$ cat src/hw/cps_video_settings.svh
`ifndef CPS_VIDEO_SETTINGS_SVH
`define CPS_VIDEO_SETTINGS_SVH

// Raster geometry, one pixel per clock
`define CPS_H_TOTAL        512
`define CPS_H_ACTIVE       384
`define CPS_HS_START       420
`define CPS_HS_END         451
`define CPS_V_TOTAL        262
`define CPS_V_ACTIVE       224
`define CPS_VS_START       240
`define CPS_VS_END         242

// Palette layout in video RAM and on chip
`define CPS_PAL_PAGES      6
`define CPS_PAGE_SIZE      512
`define CPS_PAL_BASE_SHIFT 7
`define CPS_OUT_DLY        2

// CPU register word indices
`define CPS_REG_PAL_BASE   5
`define CPS_REG_PAL_PAGES  24

`endif
$ cat src/hw/bus_pkg.sv
`default_nettype none

`include "cps_video_settings.svh"

package bus_pkg;

    // CPU and video RAM data word
    typedef logic [15:0] word_t;

    // Register word index
    typedef logic [4:0] reg_addr_t;

    // Video RAM word address
    typedef logic [16:0] vram_addr_t;

    // Mapped register indices
    typedef enum logic [4:0] {
        REG_PAL_BASE  = 5'(`CPS_REG_PAL_BASE),
        REG_PAL_PAGES = 5'(`CPS_REG_PAL_PAGES)
    } reg_sel_e;

endpackage

`default_nettype wire

$ cat src/hw/video_pkg.sv
`default_nettype none

`include "cps_video_settings.svh"

package video_pkg;

    // Raster counts
    typedef logic [8:0] hcount_t;
    typedef logic [8:0] vcount_t;

    // Palette index as produced per pixel
    typedef logic [11:0] pal_idx_t;

    // Brightness in [15:12], then red, green and blue nibbles
    typedef logic [15:0] pal_word_t;

    // One output colour channel
    typedef logic [7:0] chan_t;

    // One enable bit per palette page
    typedef logic [`CPS_PAL_PAGES-1:0] page_mask_t;

endpackage

`default_nettype wire

$ cat src/hw/pal_dma.sv
`timescale 1ns/10ps
`default_nettype none

`include "cps_video_settings.svh"

module pal_dma (
    input  wire                        clk,
    input  wire                        rst,
    input  wire                        frame_start,
    input  wire                        pal_copy,
    input  wire                        busack,
    input  wire                        vram_ok,
    input  wire bus_pkg::word_t        pal_base,
    input  wire video_pkg::page_mask_t pal_page_en,
    input  wire bus_pkg::word_t        vram_data,
    output logic                       busreq,
    output logic                       vram_cs,
    output bus_pkg::vram_addr_t        vram_addr,
    output logic                       pal_we,
    output video_pkg::pal_idx_t        pal_waddr,
    output video_pkg::pal_word_t       pal_wdata
);

localparam int PAGE_W  = $clog2(`CPS_PAL_PAGES);
localparam int ENTRY_W = $clog2(`CPS_PAGE_SIZE);

typedef enum logic [2:0] {
    ST_IDLE,
    ST_WAIT_FRAME,
    ST_REQ,
    ST_READ,
    ST_FINISH
} state_e;

state_e                state;
logic                  pending;
logic [PAGE_W-1:0]     page;
logic [ENTRY_W-1:0]    entry;
bus_pkg::word_t        base_l;
video_pkg::page_mask_t mask_l;
logic                  page_on;
logic                  last_entry;
logic                  last_page;
logic                  accept;

assign page_on    = mask_l[page];
assign last_entry = entry == ENTRY_W'(`CPS_PAGE_SIZE - 1);
assign last_page  = page == PAGE_W'(`CPS_PAL_PAGES - 1);
assign accept     = vram_cs && vram_ok;

assign busreq  = state == ST_REQ || state == ST_READ || state == ST_FINISH;
// Only enabled pages are read, and only with the bus granted
assign vram_cs = state == ST_READ && busack && page_on;

// Source walks base*128 + page*512 + entry, disabled pages included
assign vram_addr = (bus_pkg::vram_addr_t'(base_l) << `CPS_PAL_BASE_SHIFT)
                 + bus_pkg::vram_addr_t'({page, entry});

always_ff @(posedge clk or posedge rst) begin
    if (rst) begin
        state   <= ST_IDLE;
        pending <= 1'b0;
        page    <= '0;
        entry   <= '0;
        pal_we  <= 1'b0;
    end else begin
        pal_we <= accept;
        if (pal_copy) begin
            pending <= 1'b1;
        end
        case (state)
            ST_IDLE: begin
                if (pending) begin
                    state <= ST_WAIT_FRAME;
                end
            end
            ST_WAIT_FRAME: begin
                if (frame_start) begin
                    state   <= ST_REQ;
                    pending <= pal_copy;
                    page    <= '0;
                    entry   <= '0;
                end
            end
            ST_REQ: begin
                if (busack) begin
                    state <= ST_READ;
                end
            end
            ST_READ: begin
                // Hold position while the grant is away
                if (busack) begin
                    if (!page_on || (accept && last_entry)) begin
                        entry <= '0;
                        page  <= page + 1'b1;
                        if (last_page) begin
                            state <= ST_FINISH;
                        end
                    end else if (accept) begin
                        entry <= entry + 1'b1;
                    end
                end
            end
            // Last palette write lands here, bus released next
            ST_FINISH: state <= ST_IDLE;
            default:   state <= ST_IDLE;
        endcase
    end
end

// Copy parameters and write payload
always_ff @(posedge clk) begin
    if (state == ST_WAIT_FRAME && frame_start) begin
        base_l <= pal_base;
        mask_l <= pal_page_en;
    end
    if (accept) begin
        pal_waddr <= video_pkg::pal_idx_t'({page, entry});
        pal_wdata <= vram_data;
    end
end

endmodule

`default_nettype wire

$ cat config.mk
export PLATFORM = sky130hd
export DESIGN_NAME = pal_dma
export DESIGN_NICKNAME = d
export VERILOG_FILES = /design/src/hw/bus_pkg.sv /design/src/hw/video_pkg.sv /design/src/hw/pal_dma.sv
export VERILOG_INCLUDE_DIRS = /design/src /design/src/hw
export SDC_FILE = /design/constraint.sdc
export NUM_CORES = 1
export LEC_CHECK = 0
export BUFFER_PORTS_ARGS = -buffer_cell sky130_fd_sc_hd__buf_2
export CAP_MARGIN = 20
export CORE_MARGIN = 2
export CORE_UTILIZATION = 46
export DETAILED_ROUTE_END_ITERATION = 12
export PLACE_DENSITY = 0.76
export SETUP_SLACK_MARGIN = 0.1
export SLEW_MARGIN = 25
export SYNTH_ARGS = -nofsm -noshare
export SYNTH_HDL_FRONTEND = slang
export SYNTH_SLANG_ARGS = --single-unit
$ cat constraint.sdc
create_clock -name clk -period 3 [get_ports clk]
set_clock_uncertainty 0.15 [all_clocks]
set_input_delay 0.6 -clock clk [delete_from_list [all_inputs] [get_ports clk]]
set_output_delay 0.6 -clock clk [all_outputs]
set_load 0.005 [all_outputs]
==> impl_results.md <==
* Sink count of the clock tree at 61
* CP endpoint kind: output port
* Type of the worst setup path: register to output port
* Yosys warning total at 0
* Number of storage elements in the synthesis netlist at 61
* Final estimated routing congestion in global placement at 0.816
* Switching share of power at roughly a third
* Iter 0 DRT Violations at 90
* Leakage power summed over all cells at 1.65 nW
* Total wire length after detailed routing at 5540 µm
* Area of the mapped netlist at 2880 µm²
* Number of failing setup endpoints in the final timing report at 0
* Data required, critical path at ~2.3 ns
* CP max stage cell: dfrtp_2
* Ys async rst share at 27.9%
* Worst slew pin tran at between 0.7 and 0.8 ns
* Crit path cell chain: ha_4 -> fa_2 -> a21o_1 -> a21oi_2 -> nor2b_2 -> o21ai_1 -> xnor2_1 -> buf_2
* Buffering stage count on the worst path with inverters included at 1
* First-pass GRT wire length at 9450 µm
* Critical path data arrival time at around 2.2 ns
* Number of antenna violations at the first check in global routing at 0
* Cell depth of the worst setup path at 8
* Count of pins on the block boundary at 92
* TritonCTS clock tree: done
* Number of CTS-inserted buffers at 9
* CP max stage delay at around 0.43 ns
* Clock transition at the registers of the reported paths at 0.07 ns
* Post-route worst setup slack at 0.103 ns
* Post-route standard cell area excluding fillers at 3630 µm²
* Syn Inst Count at 216
* Power per standard cell area at 836 nW/µm²
* Vias in the first global route at about 2000
* Final Slew Violations at 0
* Switching power total at about 1.0 mW
* Most used DFF post-synth: edfxtp_1
* Total of max-cap violations at 0
* Clock root buffer: clkbuf_8
* Die outline area at 6910 µm²
* Number of antenna-violating nets in the routed design at 0
* Fill cell instance count of the final layout at 464
* Internal cell power at just under 2 mW
* Outcome: complete, no violations
* Part of the cycle the worst path needs at 96.6%
* Die Ht at about 83 µm
* Total routing resource utilization after global routing at 17.6%
* Final sum of negative setup slack at 0 ns
* Synth-to-layout area growth at 26.0%
* Register-to-Register Path Depth at 8
* Post-DP HPWL at 4000 µm
* Die width at 83.1 µm
* Mean Syn Cell Area at between 10 and 15 µm²
* Largest net degree at the start of global routing at 23
* Post-layout minimum cycle time at 2.90 ns
* Fraction of power consumed by combinational cells at approximately 36%
* Number of enable-type register cells in the synthesized netlist at 44
* Power, Total at roughly 3.0 mW
* Drc violations at 0
* Setup repair after global routing missed its margin: yes
* CTS H-Tree Depth at 3
* Number of nets in the finished design at 359
* Clock network latency to the later pin of the worst-skew pair at 0.34 ns
* Tightest slew margin relative to the limit at ~53%
* Unique masters post-synth at 56
* Final hold viol count at 0
* Post-place setup slack at 0.182 ns
* Max Buffers Root-to-Sink at 2
* Number of antenna diodes at 0
* Relative contribution of the clock network to total power at between 20 and 25%
* Synthesized netlist net count at between 200 and 300
* Maximum VDD drop at roughly 0.48 mV
* Vias at 2084
* Count of input and output buffers at 85
* Router iterations before antenna repair at 4
* Crit start category: register
* CP max FO at 2
* DP Area at 3370 µm²
* Vias/cell at 5.41
* Fraction of power consumed by sequential logic at 41.1%
* Fraction of final layout cells sized beyond drive strength 1 at a little over two fifths
* Number of core rows at 28
* Placeable Area at 5990 µm²
* Worst-case hold slack at 0.213 ns
* Initial Utilization at 48.1%
* Part of the Yosys area used for sequential elements at approximately three fifths
* Type of the worst min-delay path: input pin to asynchronous set/reset pin
* Fmax at 0.345 GHz
* Cell class contributing the biggest share of worst-path delay: adder cells
* Remaining Overflow, GRT at 0
* Post-detailed-route wirelength per cell at 14.4 µm
routing by layer:
layer,vias to the layer above,GRT usage [%],share of wire [%]
li1,1006,-,-
met1,978,20.4,42
met2,85,28.4,49
met3,15,7.16,7.0
met4,0,8.20,2.1
met5,-,0,0
power groups by stage:
stage / clock (mW) / combinational [mW] / sequential [mW]
floorplan: 0 / 0.763 / 1.21
global placement: 0 / 1.03 / 1.25
detailed placement: 0 / 1.05 / 1.26
CTS: 0.710 / 1.09 / 1.24
global route: 0.768 / 1.22 / 1.27
finish: 0.694 / 1.10 / 1.25
final timing paths:
check	start	endpoint	slack, ns
max	entry[7]$_DFFE_PP0P_	vram_addr[13]	0.10
min reg2reg	pending$_DFF_PP0_	pending$_DFF_PP0_	0.41
min in group clk	vram_data[15]	pal_wdata[15]$_DFFE_PP_	0.28
min	rst	state[0]$_DFFE_PP0P_	0.21
max in group asynchronous	rst	entry[7]$_DFFE_PP0P_	2.00
max reg2reg	entry[0]$_DFFE_PP0P_	entry[5]$_DFFE_PP0P_	0.51
cell usage after synthesis (all sizes together), types with 3 or more instances:
| library cell | n | area, µm² |
|---|---|---|
| a22o | 5 | 43.8 |
| mux2 | 3 | 37.5 |
| inv | 8 | 30.0 |
| nor3 | 6 | 30.0 |
| a211oi | 4 | 30.0 |
| nand2b | 5 | 31.3 |
| dfrtp | 17 | 425 |
| o21ai | 9 | 45.0 |
| a21oi | 10 | 53.8 |
| clkbuf | 3 | 11.3 |
| o31ai | 4 | 30.0 |
| nand3 | 4 | 25.0 |
| xnor2 | 5 | 43.8 |
| nand2 | 9 | 33.8 |
| edfxtp | 44 | 1320 |
| buf | 12 | 82.6 |
| nor2 | 9 | 33.8 |
| nand3b | 3 | 22.5 |
| a21o | 6 | 47.6 |
| a22oi | 3 | 50.1 |
| nor3b | 5 | 37.5 |
| ha | 9 | 113 |
what timing repair did:
action	CTS	global route
pin swaps	3	3
setup endpoints to repair	3	6
resized for setup	8	4
buffers inserted	4	1
hold buffers	0	0
gates cloned	0	0
layout by cell type, fill, tap and decap left out, drive strengths merged, types with 6 or more instances in the layout:
| cell | netlist | final |
|---|---|---|
| clkinv | 0 | 6 |
| nor3 | 6 | 6 |
| inv | 8 | 8 |
| dfrtp | 17 | 17 |
| ha | 9 | 9 |
| a21oi | 10 | 10 |
| o21ai | 9 | 9 |
| nor2 | 9 | 9 |
| a21o | 6 | 6 |
| clkbuf | 3 | 9 |
| edfxtp | 44 | 44 |
| nand2 | 9 | 9 |
| buf | 12 | 93 |
through the flow:
stage / util (%) / instances
global placement: 56.2 / 366
detailed placement: 56.2 / 366
floorplan: - / 216
global route: 60.6 / 385
finish: 60.6 / 385
CTS: 60.4 / 386
cell families after synthesis:
family / share of synthesized area [%]
AOI/OAI and AO/OA: 14.6
xor gates and xnor gates: 1.82
adders and majority gates: 4.60
buffers and inverters: 4.30
DFF: 60.6
muxes: 2.00
and+or+nand+nor: 12.0
registers in the layout (all words and copies together) (netlist names):
register   count
pending        1
base_l        10
state          3
pal_waddr     12
entry          9
page           3
pal_wdata     16
mask_l         6
pal_we         1
layout make-up:
| cell class | instances | area (µm²) | area share [%] |
|---|---|---|---|
| flip-flops and latches | 61 | 1750 | 48.2 |
| multi-input cells | 132 | 1070 | 29.5 |
| repair buffers | 93 | 498 | 13.7 |
| clock buffers | 9 | 124 | 3.41 |
| well taps | 75 | 93.8 | 2.59 |
| clock inverters | 7 | 66.3 | 1.83 |
| inverters | 8 | 30.0 | 0.827 |
Power figures use the tool's default switching activity.
