<file path="src/hw/cps_video_settings.svh">
`ifndef CPS_VIDEO_SETTINGS_SVH
`define CPS_VIDEO_SETTINGS_SVH

// Raster geometry, one pixel per clock
`define CPS_H_TOTAL        512
`define CPS_H_ACTIVE       384
`define CPS_HS_START       420
`define CPS_HS_END         451
`define CPS_V_TOTAL        262
`define CPS_V_ACTIVE       224
`define CPS_VS_START       240
`define CPS_VS_END         242

// Palette layout in video RAM and on chip
`define CPS_PAL_PAGES      6
`define CPS_PAGE_SIZE      512
`define CPS_PAL_BASE_SHIFT 7
`define CPS_OUT_DLY        2

// CPU register word indices
`define CPS_REG_PAL_BASE   5
`define CPS_REG_PAL_PAGES  24

`endif
</file>
<file path="src/hw/video_pkg.sv">
`default_nettype none

`include "cps_video_settings.svh"

package video_pkg;

    // Raster counts
    typedef logic [8:0] hcount_t;
    typedef logic [8:0] vcount_t;

    // Palette index as produced per pixel
    typedef logic [11:0] pal_idx_t;

    // Brightness in [15:12], then red, green and blue nibbles
    typedef logic [15:0] pal_word_t;

    // One output colour channel
    typedef logic [7:0] chan_t;

    // One enable bit per palette page
    typedef logic [`CPS_PAL_PAGES-1:0] page_mask_t;

endpackage

`default_nettype wire

</file>
<file path="src/hw/video_timing.sv">
`timescale 1ns/10ps
`default_nettype none

`include "cps_video_settings.svh"

module video_timing (
    input  wire                clk,
    input  wire                rst,
    output video_pkg::hcount_t hdump,
    output video_pkg::vcount_t vdump,
    output logic               hb,
    output logic               vb,
    output logic               hs,
    output logic               vs,
    output logic               frame_start
);

logic line_end;

assign line_end = hdump == video_pkg::hcount_t'(`CPS_H_TOTAL - 1);

// Nested line and frame counters
always_ff @(posedge clk or posedge rst) begin
    if (rst) begin
        hdump <= '0;
        vdump <= '0;
    end else begin
        hdump <= line_end ? '0 : hdump + 9'd1;
        if (line_end) begin
            if (vdump == video_pkg::vcount_t'(`CPS_V_TOTAL - 1)) begin
                vdump <= '0;
            end else begin
                vdump <= vdump + 9'd1;
            end
        end
    end
end

// Blanking and sync decoded straight from the counts
assign hb = hdump >= video_pkg::hcount_t'(`CPS_H_ACTIVE);
assign vb = vdump >= video_pkg::vcount_t'(`CPS_V_ACTIVE);
assign hs = hdump >= video_pkg::hcount_t'(`CPS_HS_START)
         && hdump <= video_pkg::hcount_t'(`CPS_HS_END);
assign vs = vdump >= video_pkg::vcount_t'(`CPS_VS_START)
         && vdump <= video_pkg::vcount_t'(`CPS_VS_END);

// First pixel of vertical blanking
assign frame_start = vdump == video_pkg::vcount_t'(`CPS_V_ACTIVE) && hdump == '0;

endmodule

`default_nettype wire

</file>
<file path="config.mk">
export PLATFORM = sky130hd
export DESIGN_NAME = video_timing
export DESIGN_NICKNAME = d
export VERILOG_FILES = /design/src/hw/video_pkg.sv /design/src/hw/video_timing.sv
export VERILOG_INCLUDE_DIRS = /design/src /design/src/hw
export SDC_FILE = /design/constraint.sdc
export NUM_CORES = 1
export LEC_CHECK = 0
export BUFFER_PORTS_ARGS = -buffer_cell sky130_fd_sc_hd__clkbuf_2
export CORE_ASPECT_RATIO = 1.1
export CORE_MARGIN = 2
export CORE_UTILIZATION = 45
export CTS_CLUSTER_DIAMETER = 80
export DETAILED_ROUTE_END_ITERATION = 6
export HOLD_SLACK_MARGIN = 0.05
export MAX_ROUTING_LAYER = met4
export PLACE_DENSITY = 0.69
export SLEW_MARGIN = 5
export SYNTH_ARGS = -nofsm -noshare
export SYNTH_HDL_FRONTEND = slang
export SYNTH_SLANG_ARGS = --single-unit
</file>
<file path="constraint.sdc">
create_clock -name clk -period 2 [get_ports clk]
set_clock_uncertainty 0.05 [all_clocks]
set_input_delay 0.4 -clock clk [delete_from_list [all_inputs] [get_ports clk]]
set_output_delay 0.4 -clock clk [all_outputs]
set_load 0.05 [all_outputs]
</file>
==> results.yml, run 1 <==
layout:
  fin_area_mm2: 0.00139
  diodes: 0
  syn_to_final_growth_pct: 42.1
  drive_gt1_frac: 0.434
  seqCellArea_um2: 457
  multi_input_area_um2: 544
  nets: 152
  fillCellCount: 171
placement:
  post-place-ws_ns: 0.0667
  place_congestion: 0.784
  placed_cell_area_mm2: 0.00120
  io_buffers: 24
  dpl.hpwl_mm: 1.57
detailed_routing:
  drc: 0
  num_vias: 883
  dr_wl_met3_um: 84
  via_per_inst: 5.16
  dr_wl_met2_mm: 1.18
  routed_wl_mm: 2.34
  routedWlPerCell_um: 13.7
  first_iter_violations: 20
  firstDrtPassIters: 4
  met1Wirelength_mm: 1.04
  highest_layer: "met4"
  ant_nets: 0
critical_path:
  cp-end-kind: "output port"
  cp.arrival_ns: 1.59
  cp.depth: 4
  cp_slowest_cell: "dfrtp_2"
  rr_worst_depth: 7
  path_buf_inv: 1
  timing.rr.end: "vdump[8]$_DFFE_PP0N_"
  path_max_fanout: 3
  path_cells: "nor4_4, o211ai_1, a21boi_4, buf_8"
  r2r-start: "hdump[3]$_DFF_PP0_"
  worstPathRequired_ns: 1.55
  r2r_slack_ns: 0.05
  crit_type: "reg2out"
  critical-path-top-delay-family: "flip-flops"
  start_kind: "flop"
  cp_slowest_stage_delay_ns: 0.45
floorplanning:
  row_count: 17
  die_w_um: 48.5
  die_h_um: 52.9
  pin_count: 25
  core_mm2: 0.00204
  initial_core_util: 0.479
  die_area_mm2: 0.00256
timing:
  min_period_over_period: 1.02
  setup_viol: 1
  fmax_ghz: 0.490
  tightest_slew_ns: 0.674
  finalWorstSetupSlack_ns: -0.0429
  slew_violations: 0
  finalSetupTns_ns: -0.0429
  rsz0062_at_grt: "yes"
  min_period_ns: 2.04
  hold_viol_final: 0
  maxSlewHeadroom: 0.550
grt:
  grt_pass1_wl_mm: 3.93
  antenna_found_initial: 0
  grt-ovfl-total: 0
  grt_usage: 0.211
  grt_pass1_vias: 858
  grt_max_degree: 19
synthesis:
  syn-cell-area_um2: 978
  synth_top_flop_cell: "dfrtp_1"
  synth_top_cell_by_area: "dfrtp_1"
  ys_seq_elements: 18
  synth_cells: 100
  synth_seq_area_share: 0.460
  async_flop_share: 1.00
  synth_commonest_cells: "dfrtp_1, nor2_1, inv_1, xor2_1"
  synth_most_common_cell: "dfrtp_1"
  synth_top_cell_area_share: 0.460
  synth_edf_count: 0
  yosysWarnings: 0
  netlist-cell-type-count: 26
  ys_top_cells_by_area: "dfrtp_1, ha_1, xor2_1, nor2_1, inv_1"
  syn_nets: 108
  synth_area_per_cell_um2: 9.78
clock_network:
  clkTransAtPathRegs_ns: 0.11
  cts_tree: "built"
  cts.sinks: 18
  clock-root-buffer: "clkbuf_4"
  hold_buffers: 0
  clk_path_buf_depth: 2
  numCtsBuffers: 3
  clk_latency_ns: 0.30
  h-tree-depth: 1
pwr:
  ir_drop_v: 0.000445
  power_uw: 602
  power_density_mw_per_mm2: 433
  cellLeakagePower_uw: 0.000672
status:
  violations: "negative setup slack"
  status: "complete, but fails checks"
min_path:
  worstHoldPathType: "in2async"
run:
  cap_violations: 0
metrics by stage:
stage | hold WS (ns) | utilization | cells
6_report | 0.112 | 0.681 | 171
5_1_grt | 0.167 | 0.681 | 171
4_1_cts | 0.139 | 0.667 | 170
3_5_place_dp | 0.449 | 0.586 | 157
3_3_place_gp | 0.434 | 0.586 | 157
2_1_floorplan | 0.288 | - | 100
cells in the final DEF (no fill, tap or decap):
| cell | n |
|---|---|
| ha_1 | 4 |
| clkbuf_4 | 3 |
| nor4_4 | 2 |
| nor3_2 | 1 |
| buf_4 | 15 |
| nor3_1 | 2 |
| and3_2 | 2 |
| nor2b_1 | 1 |
| nor2_1 | 11 |
| nand4_1 | 4 |
| nand2_1 | 6 |
| o211ai_1 | 1 |
| nand4bb_1 | 2 |
| or4b_4 | 1 |
| buf_6 | 2 |
| nor3_4 | 1 |
| a21oi_1 | 3 |
| and2_2 | 1 |
| dfrtp_1 | 13 |
| a21boi_4 | 1 |
| inv_1 | 9 |
| xnor2_1 | 3 |
| mux2i_1 | 2 |
| buf_8 | 2 |
| nand3_2 | 1 |
| clkbuf_8 | 2 |
| dfrtp_2 | 5 |
| o21ai_0 | 4 |
| xor2_1 | 7 |
| ha_2 | 2 |
| or3_1 | 3 |
| nand3_1 | 5 |
| clkbuf_2 | 21 |
| o311ai_1 | 1 |
flip-flops by register name, summed over array words and instances (netlist names):
register  count
hdump         9
vdump         9
what timing repair did:
| action | 4_1_cts | 5_1_grt |
|---|---|---|
| pin swaps | 3 | 4 |
| setup buffers | 9 | 2 |
| setup endpoints to repair | 3 | 6 |
| resized for setup | 13 | 7 |
routing by layer:
metal,GRT usage,vias up
li1,-,431
met4,0.0714,0
met3,0.0339,6
met1,0.242,421
met2,0.384,25
met5,-,-
area by class of cell:
cell class                 instances  share of cell area
clock buffer                       4              0.0261
inverter                           9              0.0243
multi-input combinational         71               0.392
sequential                        18               0.329
tap                               28              0.0252
timing repair buffer              41               0.204
power by group:
group	switching (µW)	internal, µW
Clock	120	111
Combinational	6.92	0.796
Sequential	0	364
logic make-up (layout without fill, tap and decap cells):
| logic type | Yosys count | count (layout) | synth area share |
|---|---|---|---|
| AND/OR/NAND/NOR | 43 | 43 | 0.248 |
| flip-flops | 18 | 18 | 0.460 |
| buffers and inverters | 11 | 54 | 0.0447 |
| AO/OA/AOI/OAI | 10 | 10 | 0.0601 |
| XOR/XNOR | 10 | 10 | 0.0895 |
| adder cells (fa/ha/maj) | 6 | 6 | 0.0767 |
| multiplexers | 2 | 2 | 0.0205 |
worst max path at each step:
stage | start | to
2_1_floorplan | hdump[2]$_DFF_PP0_ | hs
3_3_place_gp | vdump[7]$_DFFE_PP0N_ | frame_start
3_5_place_dp | hdump[3]$_DFF_PP0_ | hs
4_1_cts | hdump[4]$_DFF_PP0_ | hs
5_1_grt | hdump[4]$_DFF_PP0_ | hs
6_report | hdump[4]$_DFF_PP0_ | hs
(Power assumes the default switching activity.)
==> run 2: changes to the inputs <==
clock period = 2.23 ns   (was 2 ns; I/O delays follow)
==> run 2 against run 1 <==
- the run now ends clean
- critical path type unchanged
- largest cell class unchanged
- cell count shrank 8.8%
- highest routed layer unchanged
- sequential share of layout area increased by 4.5 points
- sequential power down 10%
==> results.yml, run 2 (synthesized netlist as in run 1, its figures left out) <==
min_path:
  worstHoldPathType: "in2async"
clock_network:
  clk_path_buf_depth: 2
  h-tree-depth: 1
  cts.sinks: 18
  hold_buffers: 0
  numCtsBuffers: 3
  clock-root-buffer: "clkbuf_4"
  cts_tree: "built"
  clkTransAtPathRegs_ns: 0.10
  clk_latency_ns: 0.29
layout:
  largestRegisters: "hdump: 9 flops, vdump: 9 flops"
  diodes: 0
  final_cell_mix: "clkbuf_2, dfrtp_1, nor2_1"
  final_common_cell: "clkbuf_2"
  nets: 138
  fin_cells: 156
  syn_to_final_growth_pct: 23.3
  drive_gt1_frac: 0.273
critical_path:
  cp-end-kind: "output port"
  path_max_fanout: 7
  cp-startpoint: "hdump[3]$_DFF_PP0_"
  cp.arrival_ns: 1.67
  crit_type: "reg2out"
  r2r_slack_ns: 0.31
  start_kind: "flop"
  r2r-start: "hdump[2]$_DFF_PP0_"
  worstPathRequired_ns: 1.73
detailed_routing:
  routedWlPerCell_um: 12.7
  ant_nets: 0
  routed_wl_mm: 1.98
  first_iter_violations: 13
  firstDrtPassIters: 4
  via_per_inst: 5.15
  drc: 0
  num_vias: 804
timing:
  fmax_ghz: 0.461
  hold_viol_final: 0
  tightest_slew_ns: 0.688
  min_period_over_period: 0.973
  setup_viol: 0
  slew_violations: 0
  maxSlewHeadroom: 0.541
  finalWorstSetupSlack_ns: 0.0592
  hold_ws_ns: 0.177
  min_period_ns: 2.17
floorplanning:
  pin_count: 25
  row_count: 17
  initial_core_util: 0.479
  die_w_um: 48.5
  die_h_um: 52.9
  die_area_mm2: 0.00256
  core_mm2: 0.00204
run:
  cap_violations: 0
pwr:
  cellLeakagePower_uw: 0.000593
  ir_drop_v: 0.000336
  power_density_mw_per_mm2: 411
status:
  status: "finished clean"
placement:
  place_congestion: 0.828
  io_buffers: 24
  post-place-ws_ns: 0.284
  place_inst: 153
  dpl.hpwl_mm: 1.48
grt:
  grt_pass1_vias: 744
  grt_max_degree: 19
  grt_pass1_wl_mm: 3.24
  grt-ovfl-total: 0
  grt_usage: 0.171
  antenna_found_initial: 0
## run 2: power breakdown
group | leakage (µW) | switching (µW) | internal (µW)
Sequential | 0.000237 | 0 | 326
Combinational | 0.000342 | 6.33 | 0.714
Clock | 0.0000138 | 99.4 | 62.7
## run 2: what timing repair did
action / 4_1_cts / 5_1_grt
gates cloned: 0 / 0
resized for setup: 1 / 5
setup buffers: 0 / 0
setup endpoints to repair: 1 / 3
## run 2: worst paths after layout
kind                                        end  cells past startpoint
min in group clk           vdump[7]$_DFFE_PP0N_                      1
max in group asynchronous  vdump[2]$_DFFE_PP0N_                      2
hold reg to reg            vdump[7]$_DFFE_PP0N_                      1
hold / removal             vdump[7]$_DFFE_PP0N_                      2
setup / recovery                             hs                      4
setup reg to reg           vdump[8]$_DFFE_PP0N_                      6
## run 2: final cells by class
type                    instances  area, µm²
fillers                       195        836
multi-input cells              71        517
flip-flops and latches         18        450
repair buffers                 27        148
well taps                      28       35.0
inverters                       9       33.8
clock buffers                   3       22.5
## run 2: routing by layer
metal	vias up	GRT usage	share of wire
li1	401	-	-
met1	387	0.203	0.46
met2	12	0.299	0.50
met3	4	0.0339	0.026
met4	0	0.0571	0.011
met5	-	-	0
## run 2: metrics by stage
step | util | cell area (µm²) | total power (µW) | TNS [ns]
2_1_floorplan | - | 990 | 337 | 0
3_3_place_gp | 0.567 | 1160 | 340 | 0
3_5_place_dp | 0.567 | 1160 | 340 | 0
4_1_cts | 0.579 | 1180 | 499 | 0
5_1_grt | 0.591 | 1210 | 518 | -0.0276
6_report | 0.591 | 1210 | 495 | 0
## run 2: worst max-delay path: stages, from the launching register on
cell,delay (ns)
dfrtp_1,0.49
nor4_4,0.33
o211ai_1,0.18
a21boi_4,0.15
clkbuf_4,0.23
