===== src/hw/cps_video_settings.svh =====
`ifndef CPS_VIDEO_SETTINGS_SVH
`define CPS_VIDEO_SETTINGS_SVH

// Raster geometry, one pixel per clock
`define CPS_H_TOTAL        512
`define CPS_H_ACTIVE       384
`define CPS_HS_START       420
`define CPS_HS_END         451
`define CPS_V_TOTAL        262
`define CPS_V_ACTIVE       224
`define CPS_VS_START       240
`define CPS_VS_END         242

// Palette layout in video RAM and on chip
`define CPS_PAL_PAGES      6
`define CPS_PAGE_SIZE      512
`define CPS_PAL_BASE_SHIFT 7
`define CPS_OUT_DLY        2

// CPU register word indices
`define CPS_REG_PAL_BASE   5
`define CPS_REG_PAL_PAGES  24

`endif

===== src/hw/bus_pkg.sv =====
`default_nettype none

`include "cps_video_settings.svh"

package bus_pkg;

    // CPU and video RAM data word
    typedef logic [15:0] word_t;

    // Register word index
    typedef logic [4:0] reg_addr_t;

    // Video RAM word address
    typedef logic [16:0] vram_addr_t;

    // Mapped register indices
    typedef enum logic [4:0] {
        REG_PAL_BASE  = 5'(`CPS_REG_PAL_BASE),
        REG_PAL_PAGES = 5'(`CPS_REG_PAL_PAGES)
    } reg_sel_e;

endpackage

`default_nettype wire


===== src/hw/video_pkg.sv =====
`default_nettype none

`include "cps_video_settings.svh"

package video_pkg;

    // Raster counts
    typedef logic [8:0] hcount_t;
    typedef logic [8:0] vcount_t;

    // Palette index as produced per pixel
    typedef logic [11:0] pal_idx_t;

    // Brightness in [15:12], then red, green and blue nibbles
    typedef logic [15:0] pal_word_t;

    // One output colour channel
    typedef logic [7:0] chan_t;

    // One enable bit per palette page
    typedef logic [`CPS_PAL_PAGES-1:0] page_mask_t;

endpackage

`default_nettype wire


===== src/hw/ppu_regs.sv =====
`timescale 1ns/10ps
`default_nettype none

module ppu_regs (
    input  wire                        clk,
    input  wire                        rst,
    input  wire                        reg_cs,
    input  wire                        reg_we,
    input  wire bus_pkg::reg_addr_t    reg_addr,
    input  wire bus_pkg::word_t        cpu_dout,
    output bus_pkg::word_t             mmr_dout,
    output bus_pkg::word_t             pal_base,
    output video_pkg::page_mask_t      pal_page_en,
    output logic                       pal_copy
);

logic wr;

assign wr = reg_cs && reg_we;

always_ff @(posedge clk or posedge rst) begin
    if (rst) begin
        pal_base    <= '0;
        pal_page_en <= '0;
        pal_copy    <= 1'b0;
    end else begin
        pal_copy <= 1'b0;
        if (wr) begin
            case (reg_addr)
                bus_pkg::REG_PAL_BASE: begin
                    pal_base <= cpu_dout;
                    // New base schedules a palette copy
                    pal_copy <= 1'b1;
                end
                bus_pkg::REG_PAL_PAGES: begin
                    pal_page_en <= cpu_dout[$bits(video_pkg::page_mask_t)-1:0];
                end
                default: begin
                end
            endcase
        end
    end
end

// Readback, unmapped words return zero
always_comb begin
    mmr_dout = '0;
    if (reg_cs) begin
        case (reg_addr)
            bus_pkg::REG_PAL_BASE:  mmr_dout = pal_base;
            bus_pkg::REG_PAL_PAGES: mmr_dout = bus_pkg::word_t'(pal_page_en);
            default:                mmr_dout = '0;
        endcase
    end
end

endmodule

`default_nettype wire


===== config.mk =====
export PLATFORM = sky130hd
export DESIGN_NAME = ppu_regs
export DESIGN_NICKNAME = d
export VERILOG_FILES = /design/src/hw/bus_pkg.sv /design/src/hw/video_pkg.sv /design/src/hw/ppu_regs.sv
export VERILOG_INCLUDE_DIRS = /design/src /design/src/hw
export SDC_FILE = /design/constraint.sdc
export NUM_CORES = 1
export LEC_CHECK = 0
export ABC_AREA = 0
export BUFFER_PORTS_ARGS = -buffer_cell sky130_fd_sc_hd__clkbuf_2
export CORE_ASPECT_RATIO = 1.1
export CORE_MARGIN = 10
export CORE_UTILIZATION = 39
export CTS_CLUSTER_SIZE = 30
export DETAILED_ROUTE_END_ITERATION = 10
export PLACE_DENSITY = 0.77
export SLEW_MARGIN = 20
export SYNTH_ARGS = -nofsm -noshare
export SYNTH_HDL_FRONTEND = slang
export SYNTH_SLANG_ARGS = --single-unit

===== constraint.sdc =====
create_clock -name clk -period 0.8 [get_ports clk]
set_input_delay 0.04 -clock clk [delete_from_list [all_inputs] [get_ports clk]]
set_output_delay 0.04 -clock clk [all_outputs]
set_load 0.05 [all_outputs]

==> results of run 1 <==
layer usage:
| metal | track usage, % | vias up | part of all wire (%) |
|---|---|---|---|
| met5 | 0 | - | 0 |
| met4 | 3.101 | 0 | 0.98 |
| met3 | 6.641 | 5 | 7.3 |
| met2 | 27.81 | 48 | 57 |
| met1 | 13.74 | 514 | 35 |
| li1 | - | 475 | - |
worst max-delay path: cells and delay by family (launching register included):
kind | cells | cell delay [ps]
compound gates | 1 | 260
buf+inv | 1 | 150
flops | 1 | 450
cells in the final DEF (no fill, tap or decap):
cell,count
clkbuf_2,23
dfrtp_2,22
dlygate4sd3_1,17
buf_8,17
buf_12,17
mux2_4,15
buf_6,14
buf_4,11
and2_4,10
mux2_2,7
a22o_4,6
clkbuf_16,6
clkbuf_4,3
nand4bb_4,2
nor2_4,2
nand3b_4,1
nor2_8,1
nand2b_1,1
nor2_2,1
inv_1,1
clkbuf_1,1
dfrtp_1,1
kinds of logic after synthesis:
logic type	after synthesis	share of synthesized area (%)
buf+inv	3	2.586
compound gates	6	4.724
mux	22	25.31
flops	23	51.74
simple gates	18	15.64
sequential cells by signal (all words and copies together), names as in the netlist:
| signal | cells |
|---|---|
| pal_page_en | 6 |
| pal_base | 16 |
| pal_copy | 1 |
timing repair:
| item | in CTS | in global routing |
|---|---|---|
| hold endpoints to repair | 45 | 0 |
| hold buffers | 17 | 0 |
| setup buffers | 4 | 10 |
| gates resized for setup | 61 | 33 |
| setup endpoints to repair | 56 | 61 |
| gates cloned | 0 | 1 |
| pin swaps | 0 | 1 |
path summary, 6_finish.rpt:
kind                                           from                    endpoint  slack [ps]  cells after the start
min in group asynchronous                       rst          pal_copy$_DFF_PP0_         310                      4
min reg2reg                pal_base[15]$_DFFE_PP0P_    pal_base[15]$_DFFE_PP0P_         560                      1
max                         pal_base[2]$_DFFE_PP0P_                 mmr_dout[2]        -430                      2
max in group asynchronous                       rst  pal_page_en[4]$_DFFE_PP0P_         230                      4
max reg2reg                 pal_base[0]$_DFFE_PP0P_     pal_base[0]$_DFFE_PP0P_        -270                      3
min                                          reg_we          pal_copy$_DFF_PP0_         180                      4
report_power, final:
group          internal, mW  switching (mW)  leakage [nW]
Clock                 0.196           0.358        0.0150
Combinational         0.936           0.876         0.934
Sequential             1.34           0.182         0.274
Total                  2.47            1.42          1.22
cell type report:
type / instances / area, um^2
clock buffer: 4 / 26.28
tap: 33 / 41.29
multi-input combinational: 46 / 626.9
timing repair buffer: 105 / 1271
inverter: 1 / 3.754
sequential: 23 / 603.1
fill: 82 / 180.2
through the flow:
stage / worst slack, ps / utilization (%)
floorplan: -251.2 / -
global placement: -337.7 / 68.18
detailed placement: -375.4 / 68.18
CTS: -415.2 / 87.05
global route: -454.7 / 93.45
finish: -428.0 / 93.45
==> impl_metrics.toml, run 1 <==
[synth]
post-synth-top-area-fraction_pct = 51.74
yosysMostFrequentCell = "dfrtp_1"
synthTopCellsByArea = "dfrtp_1, mux2_2, mux2_4"
synth_edf_count = 0
synth-seq-cells = 23
synthCells = 72
async_flop_share_pct = 100.0
yosys_warnings = 0
ys_top_cells_by_count = "dfrtp_1, mux2_2, and2_1, mux2_4, a22o_1"
syn-num-nets = 97
yosysSeqAreaShare_pct = 51.74
yosys.area.top_type = "dfrtp_1"
yosys_most_used_dff = "dfrtp_1"
synth_cell_types = 15
syn_area_um2 = 1112
syn_avg_cell_area_um2 = 15.45

[critical_path]
cp_cell_sequence = "a22o_4 -> buf_12"
cp-start-kind = "flop"
crit_path_max_incr_delay_ps = 450
required_ps = 760
cpMaxStageDelayCell = "dfrtp_2"
worstSetupPathType = "reg -> out"
crit_fanout = 2
arrival_ps = 1190
worst_setup_path_end_kind = "primary output"

[clocking]
clock_latency_ps = 310
numCtsBuffers = 3
htree_levels = 1
cts.sinks = 23
cts_tree = "yes"
cts-root-buf = "clkbuf_4"
cts_buffer_depth = 2
clk_pin_slew_ps = 130

[sta]
slew_headroom_pct = 79.74
rsz0062_at_grt = "yes"
period_needed_ps = 1228
finalMaxSlewViolations = 0
fmax_mhz = 814.3
worst_pin_slew_ps = 304.0
final_hold_viol_count = 0
setup_viol = 61
skew_ps = 0
layout_setup_ws_ps = -428.0
setup_tns_ps = -12380
fin_crit_sh_pct = 153.5
whs_ps = 179.7

[floorplanning]
die_width_um = 70.92
start_util_pct = 40.41
rows = 20
ioPinCount = 64
coreArea_um2 = 2753
dieArea_um2 = 5391
chipHeight_um = 76.01

[placement]
post-place-cells = 176
place_hpwl_um = 2538
postPlaceCellArea_um2 = 1877
port_buffers = 63
gp_congestion = 0.7082

[grt]
grt_pass1_wl_um = 6396
globalRouteOverflowTotal = 0
grt_max_degree = 24
first_global_vias = 1133
grt.total_usage_pct = 14.65
antenna_found_initial = 0

[routing]
viasPerCell = 4.915
wl_per_cell_um = 22.99
vias = 1042
drt_wl_total_um = 4874
antenna_left = 0
drtPass1Iterations = 4
drc_errors = 0
first_iter_violations = 37

[power_and_ir_drop]
power-per-cell-area_nw_per_um2 = 1511
power.leakage_nw = 1.223
irDropWorstVdd_v = 0.001149
fin_total_pwr_mw = 3.886

[cells_and_area]
nets = 205
design_area_um2 = 2572
area_delta_synth_final_pct = 131.3
drive_gt1_share_pct = 88.27
n_antenna_cell = 0
finalNonFillerCells = 212

[outcome]
status = "finished, violations left"
violations = "negative setup slack"

[worst_hold_path]
min_path_type = "in -> reg"

[run]
timing.max_cap.violations = 0
No activity file was read; power rests on OpenSTA's default activity.
==> run 2: changes to the inputs <==
--- a/config.mk
+++ b/config.mk
@@ -14,7 +14,7 @@
 export CTS_CLUSTER_SIZE = 30
 export DETAILED_ROUTE_END_ITERATION = 10
 export PLACE_DENSITY = 0.77
-export SLEW_MARGIN = 20
+export SKIP_LAST_GASP = 1
 export SYNTH_ARGS = -nofsm -noshare
 export SYNTH_HDL_FRONTEND = slang
 export SYNTH_SLANG_ARGS = --single-unit
==> impl_metrics.toml, run 2 (same netlist as run 1, synthesis figures left out) <==
[outcome]
status = "finished, violations left"
violations = "negative setup slack"

[grt]
grt_max_degree = 24
use_met1_pct = 13.74
first_global_vias = 1133
grt_pass1_wl_um = 6396
antenna_found_initial = 0
grt.total_usage_pct = 14.65
use_met2_pct = 27.81
globalRouteOverflowTotal = 0
grt_busiest_layer = "met2"
met3_usage_pct = 6.641

[cells_and_area]
fillers = 104
reg_top3 = "pal_base (16), pal_page_en (6), pal_copy (1)"
nets = 205
top_register = "pal_base"
layout.cells.most_common = "clkbuf_2"
largest_reg_flops = 16
drive_gt1_share_pct = 88.27
n_antenna_cell = 0
final_cell_mix = "clkbuf_2, dfrtp_2, dlygate4sd3_1, buf_12, buf_4"
fin_util_pct = 92.41
area_delta_synth_final_pct = 128.7

[sta]
fin_crit_sh_pct = 153.0
final_hold_viol_count = 0
setup_viol = 61
layout_setup_ws_ps = -424.1
rsz0062_at_grt = "yes"
slew_headroom_pct = 80.31
skew_ps = 0
finalMaxSlewViolations = 0
worst_pin_slew_ps = 295.3
fmax_mhz = 816.9
period_needed_ps = 1224

[critical_path]
worstSetupPathType = "reg -> out"
required_ps = 760
cpMaxStageDelayCell = "dfrtp_2"
worst_setup_path_end_kind = "primary output"
cp-start-kind = "flop"
cp_cell_sequence = "a22o_4 -> buf_12"
crit_fanout = 2
r2r_slack_ps = -260
crit_path_max_incr_delay_ps = 450
arrival_ps = 1180

[power_and_ir_drop]
irDropWorstVdd_v = 0.001493
switching_share_pct = 36.23
intPower_mw = 2.429
fin_total_pwr_mw = 3.808
p_sw_mw = 1.380
power.leakage_nw = 1.216
power-per-cell-area_nw_per_um2 = 1497
power.share.clock_pct = 14.3
p_comb_share_pct = 46.2
seq_power_share_pct = 39.5

[clocking]
clock_latency_ps = 300
htree_levels = 1
cts_tree = "yes"
cts.sinks = 23
cts_buffer_depth = 2
numCtsBuffers = 3
cts-root-buf = "clkbuf_4"
clk_pin_slew_ps = 130

[routing]
viasPerCell = 4.755
first_iter_violations = 19
antenna_left = 0
drc_errors = 0
drt_wl_total_um = 4583
vias = 1008
drtPass1Iterations = 3
wl_per_cell_um = 21.62

[placement]
place_hpwl_um = 2538
preCtsSetupSlack_ps = -375.4
port_buffers = 63
gp_congestion = 0.7082

[floorplanning]
ioPinCount = 64
die_width_um = 70.92
coreArea_um2 = 2753
start_util_pct = 40.41
dieArea_um2 = 5391
chipHeight_um = 76.01
rows = 20

[worst_hold_path]
min_path_type = "in -> reg"

[run]
timing.max_cap.violations = 0
run 2: cell types whose count changed in the layout (fill, tap and decap cells not counted), sizes merged:
cell,change
buf,-5
clkbuf,+5
run 2: cell type report:
class | instances | area (um^2) | area share, %
well taps | 33 | 41.29 | 1.623
repair buffers | 105 | 1246 | 48.99
multi-input cells | 46 | 623.1 | 24.50
flip-flops and latches | 23 | 603.1 | 23.71
inverters | 1 | 3.754 | 0.1476
clock buffers | 4 | 26.28 | 1.033
run 2: worst max-delay path: cells and delay by family (launching register included):
kind                   cells  cell delay (ps)
AO/OA/AOI/OAI              1              270
buffers and inverters      1              150
flip-flops                 1              450
run 2: repair_timing:
item,CTS,global route
cloned,0,1
endpoints found under the hold margin,45,0
gates resized for setup,61,22
pin swaps,0,1
endpoints found under the setup margin,56,61
hold buffers,17,0
buffers inserted,4,10
run 2: metal layers:
layer / vias to the layer above / share of wire (%)
met1: 487 / 34
met4: 0 / 0.72
met2: 47 / 56
met3: 2 / 8.3
li1: 472 / -
met5: - / 0
run 2: final timing paths:
kind | startpoint | to | cells past startpoint
worst max-delay path | pal_base[2]$_DFFE_PP0P_ | mmr_dout[2] | 2
worst min-delay path | reg_we | pal_copy$_DFF_PP0_ | 4
worst max register to register | pal_base[0]$_DFFE_PP0P_ | pal_base[0]$_DFFE_PP0P_ | 3
worst min register to register | pal_base[14]$_DFFE_PP0P_ | pal_base[14]$_DFFE_PP0P_ | 1
max in group asynchronous | rst | pal_base[4]$_DFFE_PP0P_ | 4
min in group asynchronous | rst | pal_copy$_DFF_PP0_ | 4
run 2: stage by stage:
step	cells	TNS, ps	hold WS (ps)	area, um^2
2_1_floorplan	72	-6585	40.39	1226
3_3_place_gp	176	-10690	70.97	1877
3_5_place_dp	176	-11880	80.59	1877
4_1_cts	201	-10920	164.8	2396
5_1_grt	212	-13510	182.0	2544
6_report	212	-12030	183.8	2544
run 2: power by group through the flow:
stage | Combinational [mW] | Clock, mW | Sequential (mW)
5_1_grt | 1.83 | 0.603 | 1.53
3_5_place_dp | 1.10 | 0 | 1.49
3_3_place_gp | 1.08 | 0 | 1.48
2_1_floorplan | 0.242 | 0 | 2.00
6_report | 1.76 | 0.544 | 1.51
4_1_cts | 1.54 | 0.565 | 1.49
==> run 3: changes to the inputs <==
--- a/config.mk
+++ b/config.mk
@@ -10,10 +10,11 @@
 export BUFFER_PORTS_ARGS = -buffer_cell sky130_fd_sc_hd__clkbuf_2
 export CORE_ASPECT_RATIO = 1.1
 export CORE_MARGIN = 10
-export CORE_UTILIZATION = 39
+export CORE_UTILIZATION = 43
 export CTS_CLUSTER_SIZE = 30
 export DETAILED_ROUTE_END_ITERATION = 10
-export PLACE_DENSITY = 0.77
+export PLACE_DENSITY = 0.81
+export SETUP_SLACK_MARGIN = 0.5
 export SKIP_LAST_GASP = 1
 export SYNTH_ARGS = -nofsm -noshare
 export SYNTH_HDL_FRONTEND = slang
==> constraint.sdc (replaced) <==
create_clock -name clk -period 1.2 [get_ports clk]
set_input_delay 0.06 -clock clk [delete_from_list [all_inputs] [get_ports clk]]
set_output_delay 0.06 -clock clk [all_outputs]
set_load 0.05 [all_outputs]
==> impl_metrics.toml, run 3 <==
[clocking]
cts_buffer_depth = 2
htree_levels = 1
numCtsBuffers = 3
cts-root-buf = "clkbuf_4"
cts.sinks = 23

[sta]
worst-ep-kind = "primary output"
crit_endpoint = "mmr_dout[2]"

[placement]
preCtsSetupSlack_ps = 10.20
place_hpwl_um = 2700
post-place-cells = 170
gp_congestion = 0.7433
port_buffers = 63

[outcome]
status = "stopped before the end"
error_line = "[ERROR DPL-0033] detailed placement checks failed during check placement."
stop_stage = "global routing (5_1_grt)"

[grt]
antenna_found_initial = 0
grt_max_degree = 24

[synth]
async_flop_share_pct = 100.0
yosys_warnings = 0
syn-num-nets = 97
synth_edf_count = 0
yosys_most_used_dff = "dfrtp_1"
synthTopCellsByArea = "dfrtp_1, mux2_2, mux2_4"
yosysSeqAreaShare_pct = 51.74
synth_cell_types = 15
yosys.area.top_type = "dfrtp_1"
yosysMostFrequentCell = "dfrtp_1"
ys_top_cells_by_count = "dfrtp_1, mux2_2, and2_1, mux2_4, a22o_1"
syn_avg_cell_area_um2 = 15.45
synthCells = 72
syn_area_um2 = 1112
synth-seq-cells = 23
post-synth-top-area-fraction_pct = 51.74

[floorplanning]
rows = 19
chipHeight_um = 73.34
die_width_um = 68.50
start_util_pct = 44.56
ioPinCount = 64
-- run 3: through the flow --
| step | area, um^2 | hold slack (ps) |
|---|---|---|
| 2_1_floorplan | 1240 | 60.39 |
| 3_3_place_gp | 1871 | 92.21 |
| 3_5_place_dp | 1871 | 103.9 |
| 4_1_cts | 2295 | -29.91 |
-- run 3: what timing repair did --
action,in CTS
gates resized for setup,63
pin swaps,1
buffers inserted,9
hold buffers,1
endpoints found under the setup margin,61
endpoints found under the hold margin,43
-- run 3: logic make-up after synthesis --
kind of cell,after synthesis,synth area share (%)
and+or+nand+nor,18,15.64
muxes,22,25.31
buffers and inverters,3,2.586
DFF,23,51.74
AOI/OAI and AO/OA,6,4.724
==> run 4: changes to the inputs <==
--- a/config.mk
+++ b/config.mk
@@ -8,13 +8,10 @@
 export LEC_CHECK = 0
 export ABC_AREA = 0
 export BUFFER_PORTS_ARGS = -buffer_cell sky130_fd_sc_hd__clkbuf_2
-export CORE_ASPECT_RATIO = 1.1
-export CORE_MARGIN = 10
-export CORE_UTILIZATION = 43
-export CTS_CLUSTER_SIZE = 30
+export CORE_AREA = 10 10 71 73
 export DETAILED_ROUTE_END_ITERATION = 10
-export PLACE_DENSITY = 0.81
-export SETUP_SLACK_MARGIN = 0.5
+export DIE_AREA = 0 0 81 83
+export PLACE_DENSITY_LB_ADDON = 0.15
 export SKIP_LAST_GASP = 1
 export SYNTH_ARGS = -nofsm -noshare
 export SYNTH_HDL_FRONTEND = slang
==> impl_metrics.toml, run 4 (same netlist as run 1, synthesis figures left out) <==
[floorplanning]
coreArea_um2 = 3633
start_util_pct = 30.61
die_width_um = 81
chipHeight_um = 83
dieArea_um2 = 6723
ioPinCount = 64
rows = 22

[grt]
grt_pass1_wl_um = 5009
globalRouteOverflowTotal = 0
grt_max_degree = 24
grt.total_usage_pct = 9.077
first_global_vias = 959
antenna_found_initial = 0

[power_and_ir_drop]
irDropWorstVdd_v = 0.001123
power.leakage_nw = 0.9352
power-per-cell-area_nw_per_um2 = 1157

[critical_path]
cpMaxStageDelayCell = "dfrtp_1"
path_delay_family = "flip-flops"
crit_fanout = 3
worstSetupPathType = "reg -> out"
worst_setup_path_end_kind = "primary output"
cp_cell_sequence = "a22o_2 -> buf_12"
crit_buf_inv = 1
required_ps = 1140
cp-start-kind = "flop"
arrival_ps = 1100
crit_path_max_incr_delay_ps = 410

[sta]
worst_pin_slew_ps = 295.1
slew_headroom_pct = 80.33
fin_crit_sh_pct = 96.40
rsz0062_at_grt = "no"
skew_ps = 0
period_needed_ps = 1157
setup_viol = 0
fmax_mhz = 864.5
final_hold_viol_count = 0
setup_tns_ps = 0
finalMaxSlewViolations = 0

[routing]
drtPass1Iterations = 4
met2_length_um = 1496
antenna_left = 0
drt-met1-wl_um = 1241
wl_per_cell_um = 16.23
drt_wl_total_um = 3100
vias = 830
wl_met3_um = 350
viasPerCell = 4.346
highest_layer = "met4"
drc_errors = 0
first_iter_violations = 10

[clocking]
cts-root-buf = "clkbuf_8"
cts_hold_buf = 1
cts_buffer_depth = 2
cts.sinks = 23
clock_latency_ps = 270
numCtsBuffers = 3
clk_pin_slew_ps = 80
cts_tree = "yes"
htree_levels = 1
post_cts_resized = 0
post_cts_buffers = 0

[cells_and_area]
fillers = 353
fin_util_pct = 50.69
reg_top3 = "pal_base (16), pal_page_en (6), pal_copy (1)"
final_cell_mix = "clkbuf_2, dfrtp_1, buf_12, mux2_2, and2_1"
layout.cells.most_common = "clkbuf_2"
largest_reg_flops = 16
top_register = "pal_base"
nets = 169
drive_gt1_share_pct = 73.43
area_delta_synth_final_pct = 65.58
n_antenna_cell = 0

[placement]
place_hpwl_um = 2570
port_buffers = 63
gp_congestion = 0.7419

[worst_hold_path]
min_path_type = "in -> reg"

[outcome]
status = "complete, no violations"

[run]
timing.max_cap.violations = 0
-- run 4: power breakdown --
group	internal (mW)	total (mW)	switching, mW
clock	0.232	0.482	0.250
sequential	0.873	0.950	0.0767
combinational	0.215	0.698	0.483
-- run 4: cell type report --
type                    instances  area [um^2]  area share, %
well taps                      48        60.06          3.261
multi-input cells              46        515.5          27.99
flip-flops and latches         23        575.6          31.25
clock inverters                 1        5.005         0.2717
clock buffers                   3        41.29          2.242
inverters                       1        3.754         0.2038
repair buffers                 69        640.6          34.78
-- run 4: path summary, 6_finish.rpt --
kind                                         endpoint  cells after the start  slack [ps]                     start
hold / removal               pal_base[12]$_DFFE_PP0P_                      2          20              cpu_dout[12]
min in group asynchronous     pal_base[8]$_DFFE_PP0P_                      4         370                       rst
setup reg to reg              pal_base[5]$_DFFE_PP0P_                      1         400   pal_base[5]$_DFFE_PP0P_
setup / recovery                          mmr_dout[5]                      2          40   pal_base[5]$_DFFE_PP0P_
hold reg to reg              pal_base[12]$_DFFE_PP0P_                      1         520  pal_base[12]$_DFFE_PP0P_
max in group asynchronous  pal_page_en[0]$_DFFE_PP0P_                      4         600                       rst
-- run 4: metal layers --
layer | up-vias | track usage [%]
li1 | 400 | -
met1 | 385 | 10.28
met4 | 0 | 0.9390
met3 | 2 | 5.065
met2 | 43 | 14.91
met5 | - | 0
-- run 4: metrics by stage --
stage / total power, mW / setup WS (ps) / area (um^2) / hold WS, ps / cells
global placement: 1.660 / 50.87 / 1785 / 96.35 / 186
detailed placement: 1.674 / 26.72 / 1785 / 97.84 / 186
global route: 2.237 / 5.319 / 1842 / 15.55 / 191
finish: 2.131 / 43.25 / 1842 / 17.54 / 191
CTS: 2.162 / 31.28 / 1842 / 13.76 / 191
floorplan: 1.458 / 20.25 / 1120 / 61.92 / 72
